**config.mk**
```make
export PLATFORM = sky130hd
export DESIGN_NAME = dkong_adec
export DESIGN_NICKNAME = d
export VERILOG_FILES = /design/src/rtl/dkong_pkg.sv /design/src/rtl/dkong_bus_if.sv /design/src/rtl/dkong_adec.sv /design/src/rtl/dkong_ctrl_latches.sv /design/src/rtl/dkong_wait_nmi.sv /design/src/rtl/dkong_addr_decode.sv
export VERILOG_INCLUDE_DIRS = /design/src /design/src/rtl
export SDC_FILE = /design/constraint.sdc
export NUM_CORES = 1
export LEC_CHECK = 0
export BUFFER_PORTS_ARGS = -buffer_cell sky130_fd_sc_hd__buf_2
export CAP_MARGIN = 40
export CORE_MARGIN = 10
export CORE_UTILIZATION = 45
export CTS_BUF_LIST = sky130_fd_sc_hd__clkbuf_4 sky130_fd_sc_hd__clkbuf_8
export DETAILED_ROUTE_END_ITERATION = 10
export GPL_ROUTABILITY_DRIVEN = 0
export PLACE_DENSITY = 0.88
export RECOVER_POWER = 25
export SLEW_MARGIN = 5
export SYNTH_ARGS = -nofsm -noshare
export SYNTH_HDL_FRONTEND = slang
export SYNTH_SLANG_ARGS = --single-unit
```
**constraint.sdc**
```tcl
create_clock -name I_CLK24M -period 1.5 [get_ports I_CLK24M]
set_clock_uncertainty 0.1 [all_clocks]
set_input_delay 0.15 -clock I_CLK24M [delete_from_list [all_inputs] [get_ports I_CLK24M]]
set_output_delay 0.15 -clock I_CLK24M [all_outputs]
set_load 0.1 [all_outputs]
```
**src/rtl/dkong_params.svh**
```systemverilog
`ifndef DKONG_PARAMS_SVH
`define DKONG_PARAMS_SVH

// ====================
// Bus widths
// ====================

// Z80 address bus
`define DK_ADDR_W 16

// Only the low data nibble reaches the latches and the sound command
`define DK_DATA_W 4

// ====================
// Memory map bases
// ====================

// Work RAM, three 1K banks from here
`define DK_RAM_BASE 16'h6000

// Object RAM 7000h, video RAM 7400h, DMA 7800h
`define DK_VID_BASE 16'h7000

// Input ports and latch strobes, 128-byte windows
`define DK_IO_BASE 16'h7C00

`endif
```
**src/rtl/dkong_pkg.sv**
```systemverilog
`default_nettype none

`include "dkong_params.svh"

package dkong_pkg;

   // ====================
   // Bus types
   // ====================

   typedef logic [`DK_ADDR_W-1:0] cpu_addr_t;   // Full CPU address
   typedef logic [`DK_DATA_W-1:0] cpu_nib_t;    // Low data nibble

   // ====================
   // Latch types
   // ====================

   typedef logic [7:0] latch8_t;                // Flip/mask and sound latches
   typedef logic [1:0] latch2_t;                // Character bank and sound bit

   // Sound board takes 5 bits, top bit held at zero
   typedef logic [`DK_DATA_W:0] snd_cmd_t;

   // Active-low I/O write strobes
   //   [0] sound command 7C00h
   //   [1] bank latch    7C80h
   //   [2] sound latch   7D00h
   //   [3] flip/mask     7D80h
   typedef logic [3:0] io_wr_t;

endpackage

`default_nettype wire

```
**src/rtl/dkong_bus_if.sv**
```systemverilog
`timescale 1ns/100ps
`default_nettype none

// Z80 bus as seen by the decoder and the latch block
interface dkong_bus_if
   import dkong_pkg::*;
();

   cpu_addr_t addr;     // Address bus
   cpu_nib_t  data;     // Data bits 3..0
   logic      mreq_n;   // Memory request
   logic      rfsh_n;   // Refresh cycle, ROM must stay quiet
   logic      rd_n;     // Read strobe
   logic      wr_n;     // Write strobe

   // Decoder looks at address and strobes only
   modport decode (
      input addr,
      input mreq_n,
      input rfsh_n,
      input rd_n,
      input wr_n
   );

   // Latches need the bit address and the data nibble
   modport latch (
      input addr,
      input data
   );

endinterface

`default_nettype wire

```
**src/rtl/dkong_adec.sv**
```systemverilog
`timescale 1ns/100ps
`default_nettype none

module dkong_adec
   import dkong_pkg::*;
(
   input  logic      I_CLK24M,
   input  logic      I_CLK_EN_P,     // CPU clock phase enables
   input  logic      I_CLK_EN_N,
   input  logic      I_RESET_n,
   input  logic      I_DKJR,         // Junior ROM map
   input  cpu_addr_t I_AB,
   input  cpu_nib_t  I_DB,
   input  logic      I_MREQ_n,
   input  logic      I_RFSH_n,
   input  logic      I_RD_n,
   input  logic      I_WR_n,
   input  logic      I_VRAMBUSY_n,
   input  logic      I_VBLK_n,
   output logic      O_WAIT_n,
   output logic      O_NMI_n,
   output logic      O_ROM_CS_n,     // 0000h-3FFFh, or 5FFFh on Junior
   output logic      O_RAM1_CS_n,    // 6000h
   output logic      O_RAM2_CS_n,    // 6400h
   output logic      O_RAM3_CS_n,    // 6800h
   output logic      O_DMA_CS_n,     // 7800h
   output logic      O_6A_G_n,       // 7000h-77FFh
   output logic      O_OBJ_RQ_n,
   output logic      O_OBJ_RD_n,
   output logic      O_OBJ_WR_n,
   output logic      O_VRAM_RD_n,
   output logic      O_VRAM_WR_n,
   output logic      O_SW1_OE_n,     // 7C00h
   output logic      O_SW2_OE_n,     // 7C80h
   output logic      O_SW3_OE_n,     // 7D00h
   output logic      O_DIP_OE_n,     // 7D80h
   output latch2_t   O_4H_Q,
   output latch8_t   O_5H_Q,
   output latch8_t   O_6H_Q,
   output snd_cmd_t  O_3D_Q
);

   logic   wr_gate;
   logic   vram_rq_n;
   logic   nmi_mask;
   io_wr_t io_wr_n;

   // ====================
   // CPU bus
   // ====================

   dkong_bus_if bus_if ();

   assign bus_if.addr   = I_AB;
   assign bus_if.data   = I_DB;
   assign bus_if.mreq_n = I_MREQ_n;
   assign bus_if.rfsh_n = I_RFSH_n;
   assign bus_if.rd_n   = I_RD_n;
   assign bus_if.wr_n   = I_WR_n;

   // ====================
   // Blocks
   // ====================

   dkong_addr_decode u_decode (
      .bus       (bus_if.decode),
      .dkjr      (I_DKJR),
      .wr_gate   (wr_gate),
      .rom_cs_n  (O_ROM_CS_n),
      .ram1_cs_n (O_RAM1_CS_n),
      .ram2_cs_n (O_RAM2_CS_n),
      .ram3_cs_n (O_RAM3_CS_n),
      .dma_cs_n  (O_DMA_CS_n),
      .g6a_n     (O_6A_G_n),
      .obj_rq_n  (O_OBJ_RQ_n),
      .obj_rd_n  (O_OBJ_RD_n),
      .obj_wr_n  (O_OBJ_WR_n),
      .vram_rd_n (O_VRAM_RD_n),
      .vram_wr_n (O_VRAM_WR_n),
      .sw1_oe_n  (O_SW1_OE_n),
      .sw2_oe_n  (O_SW2_OE_n),
      .sw3_oe_n  (O_SW3_OE_n),
      .dip_oe_n  (O_DIP_OE_n),
      .vram_rq_n (vram_rq_n),
      .io_wr_n   (io_wr_n)
   );

   dkong_wait_nmi u_wait_nmi (
      .I_CLK24M    (I_CLK24M),
      .I_RESET_n   (I_RESET_n),
      .clk_en_p    (I_CLK_EN_P),
      .clk_en_n    (I_CLK_EN_N),
      .vram_busy_n (I_VRAMBUSY_n),
      .vblk_n      (I_VBLK_n),
      .vram_rq_n   (vram_rq_n),
      .nmi_mask    (nmi_mask),
      .wait_n      (O_WAIT_n),
      .wr_gate     (wr_gate),
      .nmi_n       (O_NMI_n)
   );

   dkong_ctrl_latches u_latches (
      .I_CLK24M  (I_CLK24M),
      .I_RESET_n (I_RESET_n),
      .bus       (bus_if.latch),
      .io_wr_n   (io_wr_n),
      .bank_q    (O_4H_Q),
      .flip_q    (O_5H_Q),
      .snd_q     (O_6H_Q),
      .snd_cmd   (O_3D_Q),
      .nmi_mask  (nmi_mask)
   );

endmodule

`default_nettype wire

```
**src/rtl/dkong_ctrl_latches.sv**
```systemverilog
`timescale 1ns/100ps
`default_nettype none

module dkong_ctrl_latches
   import dkong_pkg::*;
(
   input  logic     I_CLK24M,
   input  logic     I_RESET_n,
   dkong_bus_if.latch bus,
   input  io_wr_t   io_wr_n,
   output latch2_t  bank_q,     // 4H, character bank and sound bit
   output latch8_t  flip_q,     // 5H, flip and NMI mask
   output latch8_t  snd_q,      // 6H, sound triggers
   output snd_cmd_t snd_cmd,    // 3D, sound command
   output logic     nmi_mask
);

   logic snd_wr_d;   // Strobe one clock late, for the release edge

   // Write one bit of an addressable latch
   function automatic latch8_t set_bit(
      input latch8_t    q,
      input logic [2:0] sel,
      input logic       d
   );
      latch8_t r;
      r      = q;
      r[sel] = d;
      return r;
   endfunction

   // ====================
   // Addressable latches
   // ====================

   // Each strobe writes data bit 0 to the bit named by the low address bits
   always_ff @(posedge I_CLK24M or negedge I_RESET_n) begin
      if (!I_RESET_n) begin
         bank_q <= '0;
         snd_q  <= '0;
         flip_q <= '0;
      end else begin
         if (!io_wr_n[1]) begin
            bank_q[bus.addr[0]] <= bus.data[0];   // 7C80h, 2 bits
         end
         if (!io_wr_n[2]) begin
            snd_q <= set_bit(snd_q, bus.addr[2:0], bus.data[0]);    // 7D00h
         end
         if (!io_wr_n[3]) begin
            flip_q <= set_bit(flip_q, bus.addr[2:0], bus.data[0]);  // 7D80h
         end
      end
   end

   assign nmi_mask = flip_q[4];

   // ====================
   // Sound command
   // ====================

   // Loads on the clock after the 7C00h strobe releases
   always_ff @(posedge I_CLK24M or negedge I_RESET_n) begin
      if (!I_RESET_n) begin
         snd_wr_d <= 1'b1;
         snd_cmd  <= '0;
      end else begin
         snd_wr_d <= io_wr_n[0];
         if (!snd_wr_d && io_wr_n[0]) begin
            snd_cmd <= {1'b0, bus.data};   // Fifth bit unused here
         end
      end
   end

endmodule

`default_nettype wire

```
**src/rtl/dkong_wait_nmi.sv**
```systemverilog
`timescale 1ns/100ps
`default_nettype none

module dkong_wait_nmi (
   input  logic I_CLK24M,
   input  logic I_RESET_n,
   input  logic clk_en_p,      // CPU clock rising phase
   input  logic clk_en_n,      // CPU clock falling phase
   input  logic vram_busy_n,   // Video side owns the RAM
   input  logic vblk_n,        // Vertical blank, active low
   input  logic vram_rq_n,
   input  logic nmi_mask,      // Flip/mask latch bit 4
   output logic wait_n,
   output logic wr_gate,
   output logic nmi_n
);

   logic wait_clr_n;   // Reset or blanking
   logic vblk_q;       // Previous vblank sample
   logic vblk_fall;

   // ====================
   // CPU wait
   // ====================

   // Blanking frees the RAM, so WAIT is dropped at once
   assign wait_clr_n = I_RESET_n & vblk_n;

   always_ff @(posedge I_CLK24M or negedge wait_clr_n) begin
      if (!wait_clr_n) begin
         wait_n <= 1'b1;
      end else if (clk_en_p) begin
         wait_n <= vram_busy_n | vram_rq_n;   // Stall only a video RAM access
      end
   end

   // Half a CPU cycle later, used to gate object and video writes
   always_ff @(negedge I_CLK24M or negedge I_RESET_n) begin
      if (!I_RESET_n) begin
         wr_gate <= 1'b1;
      end else if (clk_en_n) begin
         wr_gate <= wait_n;
      end
   end

   // ====================
   // Vblank NMI
   // ====================

   assign vblk_fall = vblk_q & ~vblk_n;

   always_ff @(posedge I_CLK24M or negedge I_RESET_n) begin
      if (!I_RESET_n) begin
         vblk_q <= 1'b1;
         nmi_n  <= 1'b1;
      end else begin
         vblk_q <= vblk_n;
         if (!nmi_mask) begin
            nmi_n <= 1'b1;          // Mask clears and holds off
         end else if (vblk_fall) begin
            nmi_n <= 1'b0;          // Start of blank
         end
      end
   end

endmodule

`default_nettype wire

```
**src/rtl/dkong_addr_decode.sv**
```systemverilog
`timescale 1ns/100ps
`default_nettype none

`include "dkong_params.svh"

module dkong_addr_decode
   import dkong_pkg::*;
(
   dkong_bus_if.decode bus,
   input  logic   dkjr,        // Junior board, ROM extends to 5FFFh
   input  logic   wr_gate,     // Half-cycle wait copy, qualifies video writes
   output logic   rom_cs_n,
   output logic   ram1_cs_n,
   output logic   ram2_cs_n,
   output logic   ram3_cs_n,
   output logic   dma_cs_n,
   output logic   g6a_n,
   output logic   obj_rq_n,
   output logic   obj_rd_n,
   output logic   obj_wr_n,
   output logic   vram_rd_n,
   output logic   vram_wr_n,
   output logic   sw1_oe_n,
   output logic   sw2_oe_n,
   output logic   sw3_oe_n,
   output logic   dip_oe_n,
   output logic   vram_rq_n,   // Video RAM request, feeds the wait flop
   output io_wr_t io_wr_n
);

   // ====================
   // Region compares
   // ====================

   localparam cpu_addr_t rom_top_dk = 16'h4000;       // Plain board ROM ends at 3FFFh
   localparam cpu_addr_t ram_base   = `DK_RAM_BASE;
   localparam cpu_addr_t vid_base   = `DK_VID_BASE;
   localparam cpu_addr_t io_base    = `DK_IO_BASE;

   logic       rom_hit;
   logic       ram_page;      // 6000h-6FFFh
   logic       vid_page;      // 7000h-7FFFh
   logic       obj_hit;       // 7000h-73FFh
   logic       vram_hit;      // 7400h-77FFh
   logic       dma_hit;       // 7800h-7BFFh
   logic       io_hit;        // 7C00h-7FFFh
   logic       mem_rd;        // Qualified memory read
   logic       mem_wr;        // Qualified memory write
   logic [2:0] io_sel;        // 128-byte window within the I/O page

   assign rom_hit  = dkjr ? (bus.addr < ram_base) : (bus.addr < rom_top_dk);

   // 4K page compares on the top nibble
   assign ram_page = bus.addr[`DK_ADDR_W-1 -: 4] == ram_base[`DK_ADDR_W-1 -: 4];
   assign vid_page = bus.addr[`DK_ADDR_W-1 -: 4] == vid_base[`DK_ADDR_W-1 -: 4];

   // 1K slices of the video page
   assign obj_hit  = vid_page && (bus.addr[11:10] == 2'd0);
   assign vram_hit = vid_page && (bus.addr[11:10] == 2'd1);
   assign dma_hit  = vid_page && (bus.addr[11:10] == 2'd2);
   assign io_hit   = bus.addr[`DK_ADDR_W-1 -: 6] == io_base[`DK_ADDR_W-1 -: 6];

   assign mem_rd   = !bus.mreq_n && !bus.rd_n;
   assign mem_wr   = !bus.mreq_n && !bus.wr_n;
   assign io_sel   = bus.addr[9:7];

   // ====================
   // Memory selects
   // ====================

   // No MREQ qualifier on ROM, only refresh blanks it
   assign rom_cs_n  = !(rom_hit && bus.rfsh_n);

   // Work RAM, any read or write; the fourth 1K slot is unused
   assign ram1_cs_n = !(ram_page && bus.addr[11:10] == 2'd0 && (mem_rd || mem_wr));
   assign ram2_cs_n = !(ram_page && bus.addr[11:10] == 2'd1 && (mem_rd || mem_wr));
   assign ram3_cs_n = !(ram_page && bus.addr[11:10] == 2'd2 && (mem_rd || mem_wr));

   assign dma_cs_n  = !dma_hit;                      // Address only
   assign g6a_n     = !(vid_page && !bus.addr[11]);  // 7000h-77FFh, address only

   assign obj_rq_n  = !(obj_hit && !bus.mreq_n);
   assign vram_rq_n = !(vram_hit && !bus.mreq_n);

   assign obj_rd_n  = !(obj_hit && mem_rd);
   assign vram_rd_n = !(vram_hit && mem_rd);

   // Writes held off while the video side has the RAM
   assign obj_wr_n  = !(obj_hit && mem_wr && wr_gate);
   assign vram_wr_n = !(vram_hit && mem_wr && wr_gate);

   // ====================
   // I/O page
   // ====================

   assign sw1_oe_n = !(io_hit && mem_rd && io_sel == 3'd0);  // 7C00h
   assign sw2_oe_n = !(io_hit && mem_rd && io_sel == 3'd1);  // 7C80h
   assign sw3_oe_n = !(io_hit && mem_rd && io_sel == 3'd2);  // 7D00h
   assign dip_oe_n = !(io_hit && mem_rd && io_sel == 3'd3);  // 7D80h

   // Latch strobes share the read windows
   always_comb begin
      io_wr_n = '1;
      if (io_hit && mem_wr && !io_sel[2]) begin
         io_wr_n[io_sel[1:0]] = 1'b0;
      end
   end

endmodule

`default_nettype wire

```
### Yosys cells after proc, flatten, opt, wreduce, memory -nomap -nowiden

Cells that the tools add are included.

| storage, ports and cells | value |
|---|---|
| word-level logic and storage cells | 101 |
| bits in registers | 27 |

| cells by class | value |
|---|---|
| order comparisons | 8 |
| equal/unequal tests | 9 |
| bitwise operators | 5 |
| reduce and logical (&&, ||, !) cells | 57 |
| multiplexer cells | 13 |

Operators with widths:

| operator | number |
|---|---|
| $logic_and A1 B1 Y1 | 32 |
| $lt A16 B15 Y1 const B | 2 |
| $logic_not A1 Y1 | 22 |
| $bwmux W8 | 2 |
| $eq A4 B3 Y1 const B | 2 |
| $eq A3 B2 Y1 const B | 2 |
| $eq A6 B5 Y1 const B | 1 |
| $mux W1 | 6 |
| $lt A3 B4 Y1 const B | 1 |
| $mux W4 | 1 |
| $not A4 Y4 | 1 |
| $demux W1 S3 | 1 |
| $eq A3 B1 Y1 const B | 1 |
| $ge A3 B1 Y1 const B | 1 |
| $logic_not A3 Y1 | 1 |
| $lt A2 B3 Y1 const B | 1 |
| $and A1 B1 Y1 | 2 |
| $bwmux W2 | 1 |
| $demux W1 S2 | 1 |
| $eq A2 B1 Y1 const B | 1 |
| $eq A2 B2 Y1 const B | 1 |
| $ge A2 B1 Y1 const B | 1 |
| $logic_not A2 Y1 | 1 |
| $lt A1 B2 Y1 const B | 1 |
| other kinds (6) | 6 |

### Depth between registers and ports, before layout

| depth | value |
|---|---|
| depth in word-level cells | 7 |
| mapped depth | 5 |

### Hierarchy

A second synthesis with hierarchy kept.

| second synthesis, totals | value |
|---|---|
| cells, all modules | 123 |
| area total of the unflattened synthesis | 1,544.0 µm² |

By module, submodules not included:

| module | area an instance (µm²) | cells each | instances | sequential area each (µm²) |
|---|---|---|---|---|
| dkong_ctrl_latches | 1,094.8 | 71 | 1 | 576.8 |
| dkong_addr_decode | 291.5 | 39 | 1 | 0.0 |
| dkong_wait_nmi | 157.7 | 13 | 1 | 105.1 |

==> flow_summary.json <==
{
  "synth-seq-area-share": 0.452,
  "rrSetupSlack_ns": -0.13,
  "path_buf_inv": 1,
  "yosys.area.top_type_share": 0.365,
  "die_w_um": 77.9,
  "ys_top_cells_by_count": "22 x dfrtp_1, 20 x nand4_1, 16 x mux2_1, 8 x nor2_1, 7 x mux2_2",
  "antenna_found_initial": 0,
  "grt_overflow": 0,
  "max_stage_delay_ns": 0.57,
  "syn_area_mm2": 0.00151,
  "insertedDiodeCount": 0,
  "numPortBuffers": 65,
  "io_pins": 71,
  "nets": 246,
  "clk-insertion-delay-late_ns": 0.33,
  "slew_headroom": 0.579,
  "fill_cells": 236,
  "die_y_um": 77.9,
  "ant_nets": 0,
  "viasPerCell": 5.36,
  "syn_to_final_growth_pct": 51.2,
  "drc": 0,
  "maxCapViolCount": 0,
  "synth_most_common_cell": "dfrtp_1",
  "grt_max_degree": 27,
  "die-area_mm2": 0.00607,
  "p_per_area_mw_per_mm2": 605,
  "hold_viol": 0,
  "drive_gt1_frac": 0.486,
  "async_reset_ff_frac": 1.00,
  "cts_buffers": 3,
  "reg2reg_depth": 1,
  "crit_chain": "nand3_4 -> buf_12",
  "cp_slowest_cell": "dfstp_2",
  "path_class": "flip-flop to primary output",
  "worst_pin_slew_ns": 0.632,
  "leakagePower_uw": 0.00109,
  "grt_pass1_vias": 1547,
  "start_kind": "flip-flop",
  "clk_pin_slew_ns": 0.14,
  "syn-num-nets": 169,
  "worst_ep_arrival_time_ns": 1.96,
  "cts_root_buf": "clkbuf_4",
  "p_total_uw": 1380,
  "ir_drop_mv": 0.533,
  "min_path_cells": 3,
  "synth_cell_types": 34,
  "synth.area.top_cells": "dfrtp_1 36%, mux2_1 12%, dfstp_2 8.7%, nand4_1 8.3%, mux2_2 5.2%",
  "wl_um": 4280,
  "num_vias": 1382,
  "htree_levels": 1,
  "routedWlPerCell_um": 16.6,
  "syn_avg_cell_area_um2": 10.9,
  "ys.flop_type": "dfrtp_1",
  "r2r-start": "u_wait_nmi.wait_n",
  "firstDrtPassIters": 4,
  "end_kind": "primary output",
  "final_util": 0.730,
  "yosys_warnings": 0,
  "cts_tree": "built",
  "synth_area_leader_cell": "dfrtp_1",
  "core_area_mm2": 0.00313,
  "cts_setup_buffers": 0,
  "setup_violations": 6,
  "cts.sinks": 27,
  "hold_end": "u_wait_nmi.wait_n",
  "min_from": "I_MREQ_n",
  "synth-edff-count": 0,
  "status": "finished with violations",
  "synth_seq_cells": 27,
  "cp_top_family": "flip-flops",
  "crit_fanout": 3,
  "dr.first_iter.drc_count": 58,
  "timing.rr.end": "u_wait_nmi.wr_gate",
  "grt_pass1_wl_um": 7280,
  "clk_path_buf_depth": 2,
  "rsz0062_at_grt": "yes",
  "globalRouteTotalUtil": 0.141,
  "num_rows": 20,
  "slew_violations": 0,
  "syn-instance-count": 138,
  "floorplan.initialDensity": 0.482,
  "hold_class": "primary input to flip-flop",
  "layout_setup_ws_ns": -0.711,
  "dpl.hpwl_um": 3450,
  "violations": "setup timing",
  "cp.required_ns": 1.25,
  "tns_ns": -1.63
}
==> layer usage <==
layer	up-vias	global-route usage	routed length, um
li1	661	-	-
met1	660	0.157	1640
met2	54	0.246	2170
met3	7	0.0553	425
met4	0	0.0358	39
met5	-	0	0
==> layout make-up <==
class	instances	area, um2	area share
multi-input combinational	94	820	0.359
sequential	27	686	0.300
tap	44	55.1	0.0241
clock buffer	3	22.5	0.00987
inverter	3	11.3	0.00493
timing repair buffer	85	677	0.297
clock inverter	2	11.3	0.00493
==> timing repair <==
action,in CTS,in global routing
endpoints found under the setup margin,4,6
hold buffers,7,0
resized for setup,9,3
pin swaps,0,1
endpoints found under the hold margin,29,0
==> logic make-up (layout without fill, tap and decap cells) <==
logic type	Yosys count	in the layout	synth area share
simple gates	65	65	0.292
flops	27	27	0.452
mux	23	23	0.172
buf+inv	17	93	0.0547
compound gates	5	5	0.0274
other cells	1	1	0.00249
==> worst max path at each step <==
stage / slack, ns / startpoint / cells past startpoint / end
after floorplan: -0.39 / I_AB[15] / 4 / O_SW2_OE_n
after global placement: -0.41 / u_wait_nmi.wr_gate / 2 / O_OBJ_WR_n
after detailed placement: -0.42 / u_wait_nmi.wr_gate / 2 / O_VRAM_WR_n
after CTS: -0.71 / u_wait_nmi.wr_gate / 2 / O_VRAM_WR_n
after global routing: -0.76 / u_wait_nmi.wr_gate / 2 / O_VRAM_WR_n
final: -0.71 / u_wait_nmi.wr_gate / 2 / O_OBJ_WR_n
==> power breakdown <==
| group | internal (uW) | total [uW] | leakage [uW] | switching, uW |
|---|---|---|---|---|
| Clock | 106 | 337 | 0.0000193 | 232 |
| Combinational | 97.7 | 300 | 0.000720 | 202 |
| Sequential | 739 | 743 | 0.000350 | 4.06 |
| Total | 942 | 1380 | 0.00109 | 438 |
==> layout by cell type (no fill, tap or decap), types with 2 or more instances in the layout <==
cell           instances
clkbuf_4               4
mux2_1                16
buf_2                 49
nand3_2                2
mux2_2                 6
nor3b_1                2
and2_1                 2
nand2b_1               2
buf_12                12
inv_1                  4
nor4bb_1               2
nand4b_1               3
nand4_1               20
nand3b_1               2
nand3_1                2
nand3_4                2
dfstp_2                4
nor2_1                 7
and4b_1                2
nor3_1                 2
nand2_1                3
o21ai_0                2
buf_4                 12
nor2b_1                2
clkbuf_1               2
dlygate4sd3_1          7
dfrtp_1               22
==> through the flow <==
stage          std cells  hold slack [ns]  worst slack [ns]  area (um2)
2_1_floorplan        138           -0.246            -0.393        1600
3_3_place_gp         247            0.128            -0.408        2150
3_5_place_dp         247            0.140            -0.419        2150
4_1_cts              258           0.0789            -0.714        2280
5_1_grt              258            0.122            -0.764        2280
6_report             258           0.0900            -0.711        2280
==> state kept, by name, indices dropped and copies added, names as in the netlist <==
signal and flops:
u_latches.snd_wr_d 1, u_latches.bank_q 2, u_wait_nmi.wait_n 1, u_latches.snd_cmd 4
u_wait_nmi.wr_gate 1, u_latches.flip_q 8, u_wait_nmi.vblk_q 1, u_wait_nmi.nmi_n 1
u_latches.snd_q 8
No activity file was read; power rests on OpenSTA's default activity.
